$ cat src/hdl/exec_cfg.svh
`ifndef EXEC_CFG_SVH
`define EXEC_CFG_SVH

// Data path width, fixed by the ISA
`define EXEC_XLEN 32

// Shift amount field and variable shift width
`define EXEC_SHAMT_W 5

// Value of HI and LO out of reset
`define EXEC_HILO_INIT 32'h0000_0000

`endif
$ cat src/hdl/exec_result.sv
`timescale 1ns/1ns
`include "exec_cfg.svh"

module exec_result (
    input  logic                   clk,
    input  logic                   reset,
    input  logic                   valid_in,
    input  logic [`EXEC_XLEN-1:0]  y_in,
    input  logic                   is_branch,
    output logic [`EXEC_XLEN-1:0]  result,
    output logic                   zero,
    output logic                   branch_taken,
    output logic                   result_valid
);

    logic branch_q;    // Registered along with the result

    always_ff @(posedge clk) begin
        if (!reset) begin
            result       <= '0;
            zero         <= 1'b0;
            branch_q     <= 1'b0;
            result_valid <= 1'b0;
        end else begin
            result_valid <= valid_in;    // Drops on idle cycles
            if (valid_in) begin
                result   <= y_in;
                zero     <= (y_in == '0);
                branch_q <= is_branch;
            end
        end
    end

    // A branch word is zero exactly when the branch is taken
    assign branch_taken = branch_q & zero;

endmodule

$ cat config.mk
export PLATFORM = sky130hd
export DESIGN_NAME = exec_result
export DESIGN_NICKNAME = d
export VERILOG_FILES = /design/src/hdl/exec_result.sv
export VERILOG_INCLUDE_DIRS = /design/src /design/src/hdl
export SDC_FILE = /design/constraint.sdc
export NUM_CORES = 1
export LEC_CHECK = 0
export ABC_AREA = 1
export BUFFER_PORTS_ARGS = -buffer_cell sky130_fd_sc_hd__buf_2
export CORE_ASPECT_RATIO = 1.75
export CORE_UTILIZATION = 43
export CTS_CLUSTER_DIAMETER = 40
export DETAILED_ROUTE_END_ITERATION = 8
export GPL_TIMING_DRIVEN = 0
export HOLD_SLACK_MARGIN = 0.15
export PLACE_DENSITY = 0.78
export SLEW_MARGIN = 10
export SYNTH_ARGS = -nofsm -noshare
export SYNTH_HDL_FRONTEND = slang
export SYNTH_SLANG_ARGS = --single-unit
$ cat constraint.sdc
create_clock -name clk -period 0.8 [get_ports clk]
set_input_delay 0.04 -clock clk [delete_from_list [all_inputs] [get_ports clk]]
set_output_delay 0.04 -clock clk [all_outputs]
set_load 0.02 [all_outputs]
==> results.py <==
metrics = {
    "pwr": {
        "p_clk_frac": 0.311,
        "power_density_over_the_cells_nw_per_um2": 1740,
        "max-vdd-ir-drop_mv": 1.79,
        "totalPowerFinal_mw": 4.13,
        "internal_power_mw": 3.01,
        "pwr-share-comb": 0.214,
        "switching_share": 0.272,
        "pwr-share-seq": 0.475,
        "power.switching_mw": 1.12,
        "cellLeakagePower_nw": 1.14,
    },
    "global_routing": {
        "gr-total-overflow": 0,
        "grt_pass1_vias": 1446,
        "grt_pass1_wl_um": 6130,
        "global_route.usage.total": 0.254,
        "largest_net_degree_at_the_start_of_global_routing": 11,
        "initial_antenna_violation_count": 0,
    },
    "synthesis": {
        "mappedNetlistArea_um2": 1310,
        "cells_taking_the_most_area_after_synthesis": "dfxtp_1 53%, nor2_1 14%, o21ai_0 13%",
        "synth_warnings": 0,
        "async_reset_ff_frac": 0,
        "synth-seq-cells": 35,
        "synth-seq-area-share": 0.535,
        "synth_top_cell_area_share": 0.535,
        "post_synth.cell_area_avg_um2": 7.36,
        "synth_enable_flop_cells": 0,
        "synth_area_leader_cell": "dfxtp_1",
        "synth_fp_nets": 214,
        "synth_flop_cell": "dfxtp_1",
        "post_synth_most_frequent_cells": "49 x nor2_1, 35 x dfxtp_1, 33 x o21ai_0, 18 x inv_1, 16 x a21oi_1",
        "synth.distinct_cells": 11,
        "yosys.cell_count.top_type": "nor2_1",
        "syn-instance-count": 178,
    },
    "routing": {
        "first_pass_iters": 6,
        "detail_route.drc_violations": 4,
        "detail_route.vias_per_cell": 5.08,
        "routed_wirelength_um": 4440,
        "ant_nets": 0,
        "detail_route.wl_per_cell_um": 14.1,
        "drt_iter0_markers": 30,
        "route.vias.total": 1601,
    },
    "finish": {
        "flow.area_growth_from_synthesis_pct": 80.9,
        "insertedDiodeCount": 0,
        "drive_gt1_frac": 0.411,
        "layout.cell_area.non_filler_um2": 2370,
        "finish.net_count": 323,
        "finish.utilization": 0.818,
        "layout.filler_cells": 191,
        "multiInputGateArea_um2": 503,
        "area.sequential_um2": 742,
    },
    "clock_tree": {
        "cts.clk_slew.worst_paths_ps": 70,
        "clock_tree_from_tritoncts": "done",
        "clock_path_buffers": 2,
        "cts_made_buffers": 5,
        "worstSkewPairLatency_ps": 280,
        "tritoncts_num_sinks": 35,
        "ctsHtreeMaxLevel": 2,
        "clk_root_buffer_cell": "clkbuf_8",
    },
    "placement": {
        "port-buffer-count": 70,
        "hpwlAfterDp_um": 2440,
        "place_ws_ps": -72.5,
        "place_congestion": 0.813,
        "placed_cell_area_um2": 1700,
    },
    "worst_setup_path": {
        "critical_path.endpoint_type": "output port",
        "cp_top_family": "flip-flops",
        "crit_buf_inv": 2,
        "path_class": "reg2out",
        "cpMaxStageDelayCell": "dfxtp_2",
        "crit_path_cell_trace": "buf_6 > buf_6",
        "timing.critical_path.mode_cell": "buf_6",
        "timing.critical_path.from_type": "flop",
        "worst_ep_arrival_time_ps": 850,
        "worst_ep_required_time_ps": 760,
        "cpPeakStageDelay_ps": 330,
        "r2r_slack_ps": 0,
        "timing.critical_path.fanout_max": 2,
    },
    "floorplan": {
        "core_area_um2": 2900,
        "pin_count": 71,
        "chipWidth_um": 43.7,
        "floorplan.rows": 26,
        "floorplan.initialDensity": 0.452,
        "design.die.area_um2": 3280,
        "chip_height_um": 75.0,
    },
    "timing": {
        "finClkSkew_ps": 0,
        "layout_worst_path_cycle_share": 1.12,
        "totalNegativeSetupSlack_ps": -246,
        "slew_headroom": 0.691,
        "drv_slew": 0,
        "fin_crit_ps": 894,
        "layout_setup_ws_ps": -94.2,
        "highest_attainable_clock_frequency_ghz": 1.12,
        "whs_ps": -0.330,
        "setup_viol": 3,
        "tightest_slew_ps": 464,
        "rsz0062_at_grt": "yes",
        "timing.final.hold_violations": 1,
    },
    "worst_hold_path": {
        "holdCritPathClass": "in2reg",
    },
    "outcome": {
        "status": "finished, violations left",
        "violated_checks": "design-rule violations, negative hold slack, negative setup slack",
    },
    "flow_run": {
        "max_cap_violations": 0,
    },
}
flip-flops by register name, summed over array words and instances, names as in the netlist:
register	flops
branch_q	1
result	32
result_valid	1
zero	1
cell families after synthesis:
family / count (synthesis) / synth area share
buffers and inverters: 28 / 0.0831
flip-flops: 35 / 0.535
AND/OR/NAND/NOR: 66 / 0.195
AO/OA/AOI/OAI: 49 / 0.187
worst paths after layout:
| kind | start | to | depth (start not counted) |
|---|---|---|---|
| worst max-delay path | zero$_SDFFE_PN0P_ | zero | 2 |
| worst min register to register | result[12]$_SDFFE_PN0P_ | result[12]$_SDFFE_PN0P_ | 2 |
| worst max register to register | result[17]$_SDFFE_PN0P_ | result[17]$_SDFFE_PN0P_ | 2 |
| worst min-delay path | y_in[13] | result[13]$_SDFFE_PN0P_ | 3 |
per-layer routing:
layer,vias up,part of all wire,track usage,routed length [um]
li1,782,-,-,-
met1,737,0.34,0.241,1520
met2,64,0.59,0.499,2600
met3,18,0.036,0.0384,159
met4,0,0.035,0.132,157
met5,-,0,0,0
tightest hold or removal path, delay by kind of cell:
family                 cells  cell delay (ps)
AND/OR/NAND/NOR            2              120
buffers and inverters      1               90
layout by cell type (no fill, tap or decap):
cell | netlist | layout
dfxtp_2 | 0 | 33
buf_6 | 0 | 36
nand2_2 | 0 | 1
inv_1 | 18 | 17
nand4_1 | 2 | 2
inv_4 | 0 | 1
clkbuf_8 | 0 | 6
clkbuf_1 | 6 | 6
buf_2 | 3 | 38
nor2_1 | 49 | 49
clkinv_2 | 0 | 1
nand2_1 | 14 | 13
inv_2 | 1 | 1
dlygate4sd3_1 | 0 | 31
dfxtp_1 | 35 | 2
o21ai_0 | 33 | 31
a21oi_1 | 16 | 16
nor2_2 | 1 | 1
o21ai_1 | 0 | 2
area by class of cell:
cell class	instances	area share
well taps	28	0.0148
clock buffers	6	0.0348
flip-flops and latches	35	0.313
clock inverters	1	0.00211
multi-input cells	115	0.212
plain buffers	9	0.0158
repair buffers	102	0.376
inverters	19	0.0312
repair_timing:
item / in CTS / in global routing
pin swaps: 1 / 1
buffers inserted: 1 / 0
endpoints found under the hold margin: 34 / 16
hold buffers: 24 / 10
gates resized for setup: 68 / 41
endpoints found under the setup margin: 34 / 30
metrics by stage:
step / hold WS, ps / instances
finish: -0.330 / 315
global route: 17.3 / 315
CTS: -8.82 / 308
detailed placement: 288 / 276
global placement: 278 / 276
floorplan: 174 / 178
power groups by stage:
stage          clock network, mW  registers, mW  logic, mW
2_1_floorplan                  0           2.09      0.201
3_3_place_gp                   0           1.95      0.600
3_5_place_dp                   0           1.95      0.605
4_1_cts                     1.31           1.93      0.792
5_1_grt                     1.37           1.97      0.958
6_report                    1.28           1.96      0.884
(Power assumes the default switching activity.)
