[src/hdl/exec_cfg.svh]
`ifndef EXEC_CFG_SVH
`define EXEC_CFG_SVH

// Data path width, fixed by the ISA
`define EXEC_XLEN 32

// Shift amount field and variable shift width
`define EXEC_SHAMT_W 5

// Value of HI and LO out of reset
`define EXEC_HILO_INIT 32'h0000_0000

`endif
[src/hdl/exec_pkg.sv]
`include "exec_cfg.svh"

package exec_pkg;

    typedef enum logic [4:0] {
        alu_and   = 5'd0,
        alu_or    = 5'd1,
        alu_xor   = 5'd2,
        alu_addu  = 5'd3,
        alu_subu  = 5'd4,     // Also beq, zero when equal
        alu_sltu  = 5'd5,
        alu_slt   = 5'd6,
        alu_multu = 5'd7,
        alu_mult  = 5'd8,
        alu_sll   = 5'd9,
        alu_sllv  = 5'd10,
        alu_sra   = 5'd11,
        alu_srl   = 5'd12,
        alu_srav  = 5'd13,
        alu_srlv  = 5'd14,
        alu_div   = 5'd15,
        alu_divu  = 5'd16,
        alu_mfhi  = 5'd17,
        alu_mflo  = 5'd18,
        alu_bltz  = 5'd19,    // Branch codes give 0 when taken
        alu_bgtz  = 5'd20,
        alu_bgez  = 5'd21,
        alu_bne   = 5'd22,
        alu_blez  = 5'd23,
        alu_pass_a = 5'd24    // jr and anything not decoded
    } alu_op_t;

    typedef struct packed {
        logic [5:0]               opcode;
        logic [4:0]               rs;
        logic [4:0]               rt;
        logic [4:0]               rd;
        logic [`EXEC_SHAMT_W-1:0] shamt;
        logic [5:0]               funct;
    } instr_r_t;

    typedef struct packed {
        logic [5:0]  opcode;
        logic [4:0]  rs;
        logic [4:0]  rt;
        logic [15:0] imm;
    } instr_i_t;

    // One instruction word, field view picked by opcode
    typedef union packed {
        instr_r_t r;
        instr_i_t i;
    } instr_u;

    localparam logic [5:0] opc_special = 6'h00;
    localparam logic [5:0] opc_regimm  = 6'h01;
    localparam logic [5:0] opc_beq     = 6'h04;
    localparam logic [5:0] opc_bne     = 6'h05;
    localparam logic [5:0] opc_blez    = 6'h06;
    localparam logic [5:0] opc_bgtz    = 6'h07;
    localparam logic [5:0] opc_addiu   = 6'h09;
    localparam logic [5:0] opc_slti    = 6'h0a;
    localparam logic [5:0] opc_sltiu   = 6'h0b;
    localparam logic [5:0] opc_andi    = 6'h0c;
    localparam logic [5:0] opc_ori     = 6'h0d;
    localparam logic [5:0] opc_xori    = 6'h0e;

    localparam logic [5:0] fn_sll   = 6'h00;
    localparam logic [5:0] fn_srl   = 6'h02;
    localparam logic [5:0] fn_sra   = 6'h03;
    localparam logic [5:0] fn_sllv  = 6'h04;
    localparam logic [5:0] fn_srlv  = 6'h06;
    localparam logic [5:0] fn_srav  = 6'h07;
    localparam logic [5:0] fn_jr    = 6'h08;
    localparam logic [5:0] fn_mfhi  = 6'h10;
    localparam logic [5:0] fn_mflo  = 6'h12;
    localparam logic [5:0] fn_mult  = 6'h18;
    localparam logic [5:0] fn_multu = 6'h19;
    localparam logic [5:0] fn_div   = 6'h1a;
    localparam logic [5:0] fn_divu  = 6'h1b;
    localparam logic [5:0] fn_addu  = 6'h21;
    localparam logic [5:0] fn_subu  = 6'h23;
    localparam logic [5:0] fn_and   = 6'h24;
    localparam logic [5:0] fn_or    = 6'h25;
    localparam logic [5:0] fn_xor   = 6'h26;
    localparam logic [5:0] fn_slt   = 6'h2a;
    localparam logic [5:0] fn_sltu  = 6'h2b;

    localparam logic [4:0] rt_bltz = 5'h00;    // REGIMM selector in rt
    localparam logic [4:0] rt_bgez = 5'h01;

endpackage

[src/hdl/exec_decode.sv]
`timescale 1ns/1ns
`include "exec_cfg.svh"

module exec_decode (
    input  exec_pkg::instr_u          instr,
    input  logic                      instr_valid,
    input  logic [`EXEC_XLEN-1:0]     rs_value,
    input  logic [`EXEC_XLEN-1:0]     rt_value,
    output exec_pkg::alu_op_t         op,
    output logic [`EXEC_XLEN-1:0]     op_a,
    output logic [`EXEC_XLEN-1:0]     op_b,
    output logic [`EXEC_SHAMT_W-1:0]  shamt,
    output logic                      is_branch,
    output logic                      hilo_we
);
    import exec_pkg::*;

    logic [`EXEC_XLEN-1:0] imm_sext;
    logic [`EXEC_XLEN-1:0] imm_zext;

    assign imm_sext = {{(`EXEC_XLEN-16){instr.i.imm[15]}}, instr.i.imm};
    assign imm_zext = {{(`EXEC_XLEN-16){1'b0}}, instr.i.imm};

    assign op_a  = rs_value;
    assign shamt = instr.r.shamt;

    always_comb begin
        op        = alu_pass_a;
        op_b      = rt_value;     // R-type, beq and bne
        is_branch = 1'b0;
        case (instr.r.opcode)
            opc_special: begin
                case (instr.r.funct)
                    fn_and:   op = alu_and;
                    fn_or:    op = alu_or;
                    fn_xor:   op = alu_xor;
                    fn_addu:  op = alu_addu;
                    fn_subu:  op = alu_subu;
                    fn_slt:   op = alu_slt;
                    fn_sltu:  op = alu_sltu;
                    fn_sll:   op = alu_sll;
                    fn_srl:   op = alu_srl;
                    fn_sra:   op = alu_sra;
                    fn_sllv:  op = alu_sllv;
                    fn_srlv:  op = alu_srlv;
                    fn_srav:  op = alu_srav;
                    fn_mult:  op = alu_mult;
                    fn_multu: op = alu_multu;
                    fn_div:   op = alu_div;
                    fn_divu:  op = alu_divu;
                    fn_mfhi:  op = alu_mfhi;
                    fn_mflo:  op = alu_mflo;
                    fn_jr:    op = alu_pass_a;    // Target is just rs
                    default:  op = alu_pass_a;
                endcase
            end
            opc_regimm: begin
                if (instr.i.rt == rt_bltz) begin
                    op        = alu_bltz;
                    is_branch = 1'b1;
                end else if (instr.i.rt == rt_bgez) begin
                    op        = alu_bgez;
                    is_branch = 1'b1;
                end
            end
            opc_beq: begin
                op        = alu_subu;    // Zero result means equal
                is_branch = 1'b1;
            end
            opc_bne: begin
                op        = alu_bne;
                is_branch = 1'b1;
            end
            opc_blez: begin
                op        = alu_blez;
                is_branch = 1'b1;
            end
            opc_bgtz: begin
                op        = alu_bgtz;
                is_branch = 1'b1;
            end
            opc_addiu: begin
                op   = alu_addu;
                op_b = imm_sext;
            end
            opc_slti: begin
                op   = alu_slt;
                op_b = imm_sext;
            end
            opc_sltiu: begin
                op   = alu_sltu;
                op_b = imm_sext;    // Sign extended, compared unsigned
            end
            opc_andi: begin
                op   = alu_and;
                op_b = imm_zext;
            end
            opc_ori: begin
                op   = alu_or;
                op_b = imm_zext;
            end
            opc_xori: begin
                op   = alu_xor;
                op_b = imm_zext;
            end
            default: op = alu_pass_a;
        endcase
    end

    assign hilo_we = instr_valid &&
                     (op inside {alu_mult, alu_multu, alu_div, alu_divu});

endmodule

[config.mk]
export PLATFORM = sky130hd
export DESIGN_NAME = exec_decode
export DESIGN_NICKNAME = d
export VERILOG_FILES = /design/src/hdl/exec_pkg.sv /design/src/hdl/exec_decode.sv
export VERILOG_INCLUDE_DIRS = /design/src /design/src/hdl
export SDC_FILE = /design/constraint.sdc
export NUM_CORES = 1
export LEC_CHECK = 0
export BUFFER_PORTS_ARGS = -buffer_cell sky130_fd_sc_hd__clkbuf_2
export CAP_MARGIN = 25
export CORE_AREA = 2 2 68 70
export DETAILED_ROUTE_END_ITERATION = 10
export DIE_AREA = 0 0 70 72
export PLACE_DENSITY = 0.78
export REMOVE_ABC_BUFFERS = 1
export SLEW_MARGIN = 30
export SYNTH_ARGS = -nofsm -noshare
export SYNTH_HDL_FRONTEND = slang
export SYNTH_SLANG_ARGS = --single-unit
[constraint.sdc]
create_clock -name vclk -period 3.1
set_input_delay 0 -clock vclk [all_inputs]
set_output_delay 0 -clock vclk [all_outputs]
set_load 0.02 [all_outputs]
==> run_results.csv <==
group,metric,value,unit
power_and_ir_drop,leakagePower,0.861,nW
die,die_x,70,µm
power_and_ir_drop,vdd_drop_max,0.0000503,V
route,drt-pass1-iter-count,4,
synth,syn_inst,179,
cells_and_area,seqCellArea,0,µm²
sta,rsz0062_at_grt,"no",
cells_and_area,fillers,459,
clocking,cts.repair.resized,0,
power_and_ir_drop,power_density,149,mW/mm²
synth,synth_top_area_share,22.3,%
sta,worst_slew_pin_slew,0.634,ns
route,drt-total-wl,4500,µm
sta,drv_slew,0,
cells_and_area,num_antenna_cells,0,
grt,grt_first_pass_wirelength,6410,µm
die,io_pins,173,
route,wl_per_cell,15.8,µm
die,rows,24,
sta,setup_viol,0,
sta,slew_headroom,56.7,%
place,dp_cells,285,
worst_setup_path,worst_path_largest_cell_delay,0.63,ns
grt,grt_pass1_vias,1240,
synth,yosysUniqueCellTypes,42,
worst_setup_path,crit_top_cell,"clkbuf_2",
worst_setup_path,crit_type,"primary input to output port",
grt,grt_antenna_before_repair,0,
sta,fin_setup_tns,0,ns
worst_setup_path,slowest_stage,"a2111oi_0",
die,initial_core_util,30.0,%
sta,finalCriticalPeriod,2.36,ns
cells_and_area,final_common_cell,"clkbuf_2",
run_status,status,"finished, final reports clean",
cells_and_area,n_clock_buffer,0,
route,antenna_left,0,
worst_setup_path,crit_path_end_kind,"output port",
synth,yosysSeqAreaShare,0,%
die,dieArea,0.00504,mm²
route,drc,0,
sta,finalCritPeriodShare,76.0,%
cells_and_area,multiInputGateArea,918,µm²
worst_setup_path,critPathRequiredTime,3.10,ns
cells_and_area,nFlopsAndLatches,0,
worst_setup_path,worstSetupStartpointType,"primary input",
synth,yosysWarnings,0,
synth,synth_area_per_cell,7.15,µm²
grt,grt_max_degree,25,
grt,overflow,0,
clocking,ctsHoldBuffers,0,
cells_and_area,finalNonFillerCells,285,
worst_setup_path,crit_fanout,5,
synth,synth_area_leaders,"buf_4, mux2_2, a21o_1, ha_1, mux2i_1",
worst_setup_path,crit_path_cell_trace,"clkbuf_2 -> inv_1 -> ha_1 -> nor2_1 -> a21oi_1 -> or3_1 -> a2111oi_0 -> nand3_1 -> a221oi_2 -> clkbuf_2",
place,hpwl,3850,µm
die,coreArea,0.00426,mm²
cells_and_area,area_growth,19.6,%
place,numPortBuffers,104,
clocking,postCtsSetupBuffers,0,
worst_setup_path,cp.arrival,2.36,ns
route,vias,1474,
sta,max_freq,424,MHz
synth,syn-cell-area,0.00128,mm²
cells_and_area,layout-drive-gt1-share,54.5,%
route,vias_per_cell,5.17,
hold_path,hold_class,"primary input to output port",
grt,grt.total_usage,15.7,%
place,gp_congestion,0.881,
route,drt_iter0_markers,89,
synth,synth_largest_area_cell,"buf_4",
die,die_h,72,µm
cells_and_area,most-common-layout-cells,"clkbuf_2, a21o_1, mux2_2",
cells_and_area,fin_nets,337,
sta,finalHoldViolCount,0,
job,max_cap_violations,0,
## power breakdown
part | switching (mW) | leakage [nW] | internal [mW]
Clock | 0 | 0 | 0
Combinational | 0.131 | 0.861 | 0.0959
Sequential | 0 | 0 | 0
## cell families (layout without fill, tap and decap cells)
logic type | Yosys count | count (layout) | share of synthesized area, %
AND/OR/NAND/NOR | 50 | 50 | 21.1
AO/OA/AOI/OAI | 50 | 50 | 30.3
buffers and inverters | 56 | 110 | 28.2
adder cells (fa/ha/maj) | 5 | 5 | 4.89
multiplexers | 18 | 18 | 15.4
## layout make-up
class	count	area share, %
well taps	52	4.25
repair buffers	105	34.5
multi-input cells	123	60.0
inverters	5	1.23
## cells in the mapped netlist (all sizes together), types with 2 or more instances
master,count
buf,45
a21o,18
mux2,14
nor2,10
nand2,9
o21ai,7
a21oi,6
clkbuf,6
nand3,6
nor3,6
ha,5
inv,5
or4,5
mux2i,4
nor2b,4
nand2b,3
a2111oi,2
a31oi,2
o2111ai,2
o31ai,2
## critical path: cells and delay by family
family	cells	cell delay, ns
AO/OA/AOI/OAI	3	1.01
AND/OR/NAND/NOR	3	0.65
buffers and inverters	3	0.44
adder cells (fa/ha/maj)	1	0.26
## final timing paths
path              depth (start not counted)    startpoint  slack [ns]  endpoint
setup / recovery                         10      instr[0]        0.74   hilo_we
hold / removal                            0  rs_value[21]      0.0002  op_a[21]
## metal layers
layer  vias to the layer above  part of all wire [%]  global-route usage, %
met2                       128                    39                   21.1
met1                       625                    39                   20.2
met4                         2                 0.022                      0
met3                         2                    21                   12.8
met5                         -                  0.60                   6.06
li1                        717                     -                      -
## stage by stage
| step | utilization, % | power, mW | worst slack, ns | area (µm²) | hold slack, ns |
|---|---|---|---|---|---|
| global placement | 35.9 | 0.225 | 0.785 | 1530 | 0.000235 |
| CTS | 35.9 | 0.229 | 0.734 | 1530 | 0.000235 |
| floorplan | - | 0.124 | 0.995 | 937 | 0 |
| global route | 35.9 | 0.248 | 0.585 | 1530 | 0.000125 |
| detailed placement | 35.9 | 0.228 | 0.743 | 1530 | 0.000235 |
| finish | 35.9 | 0.227 | 0.743 | 1530 | 0.000153 |
Note: power is estimated with default switching activity, not from simulation.
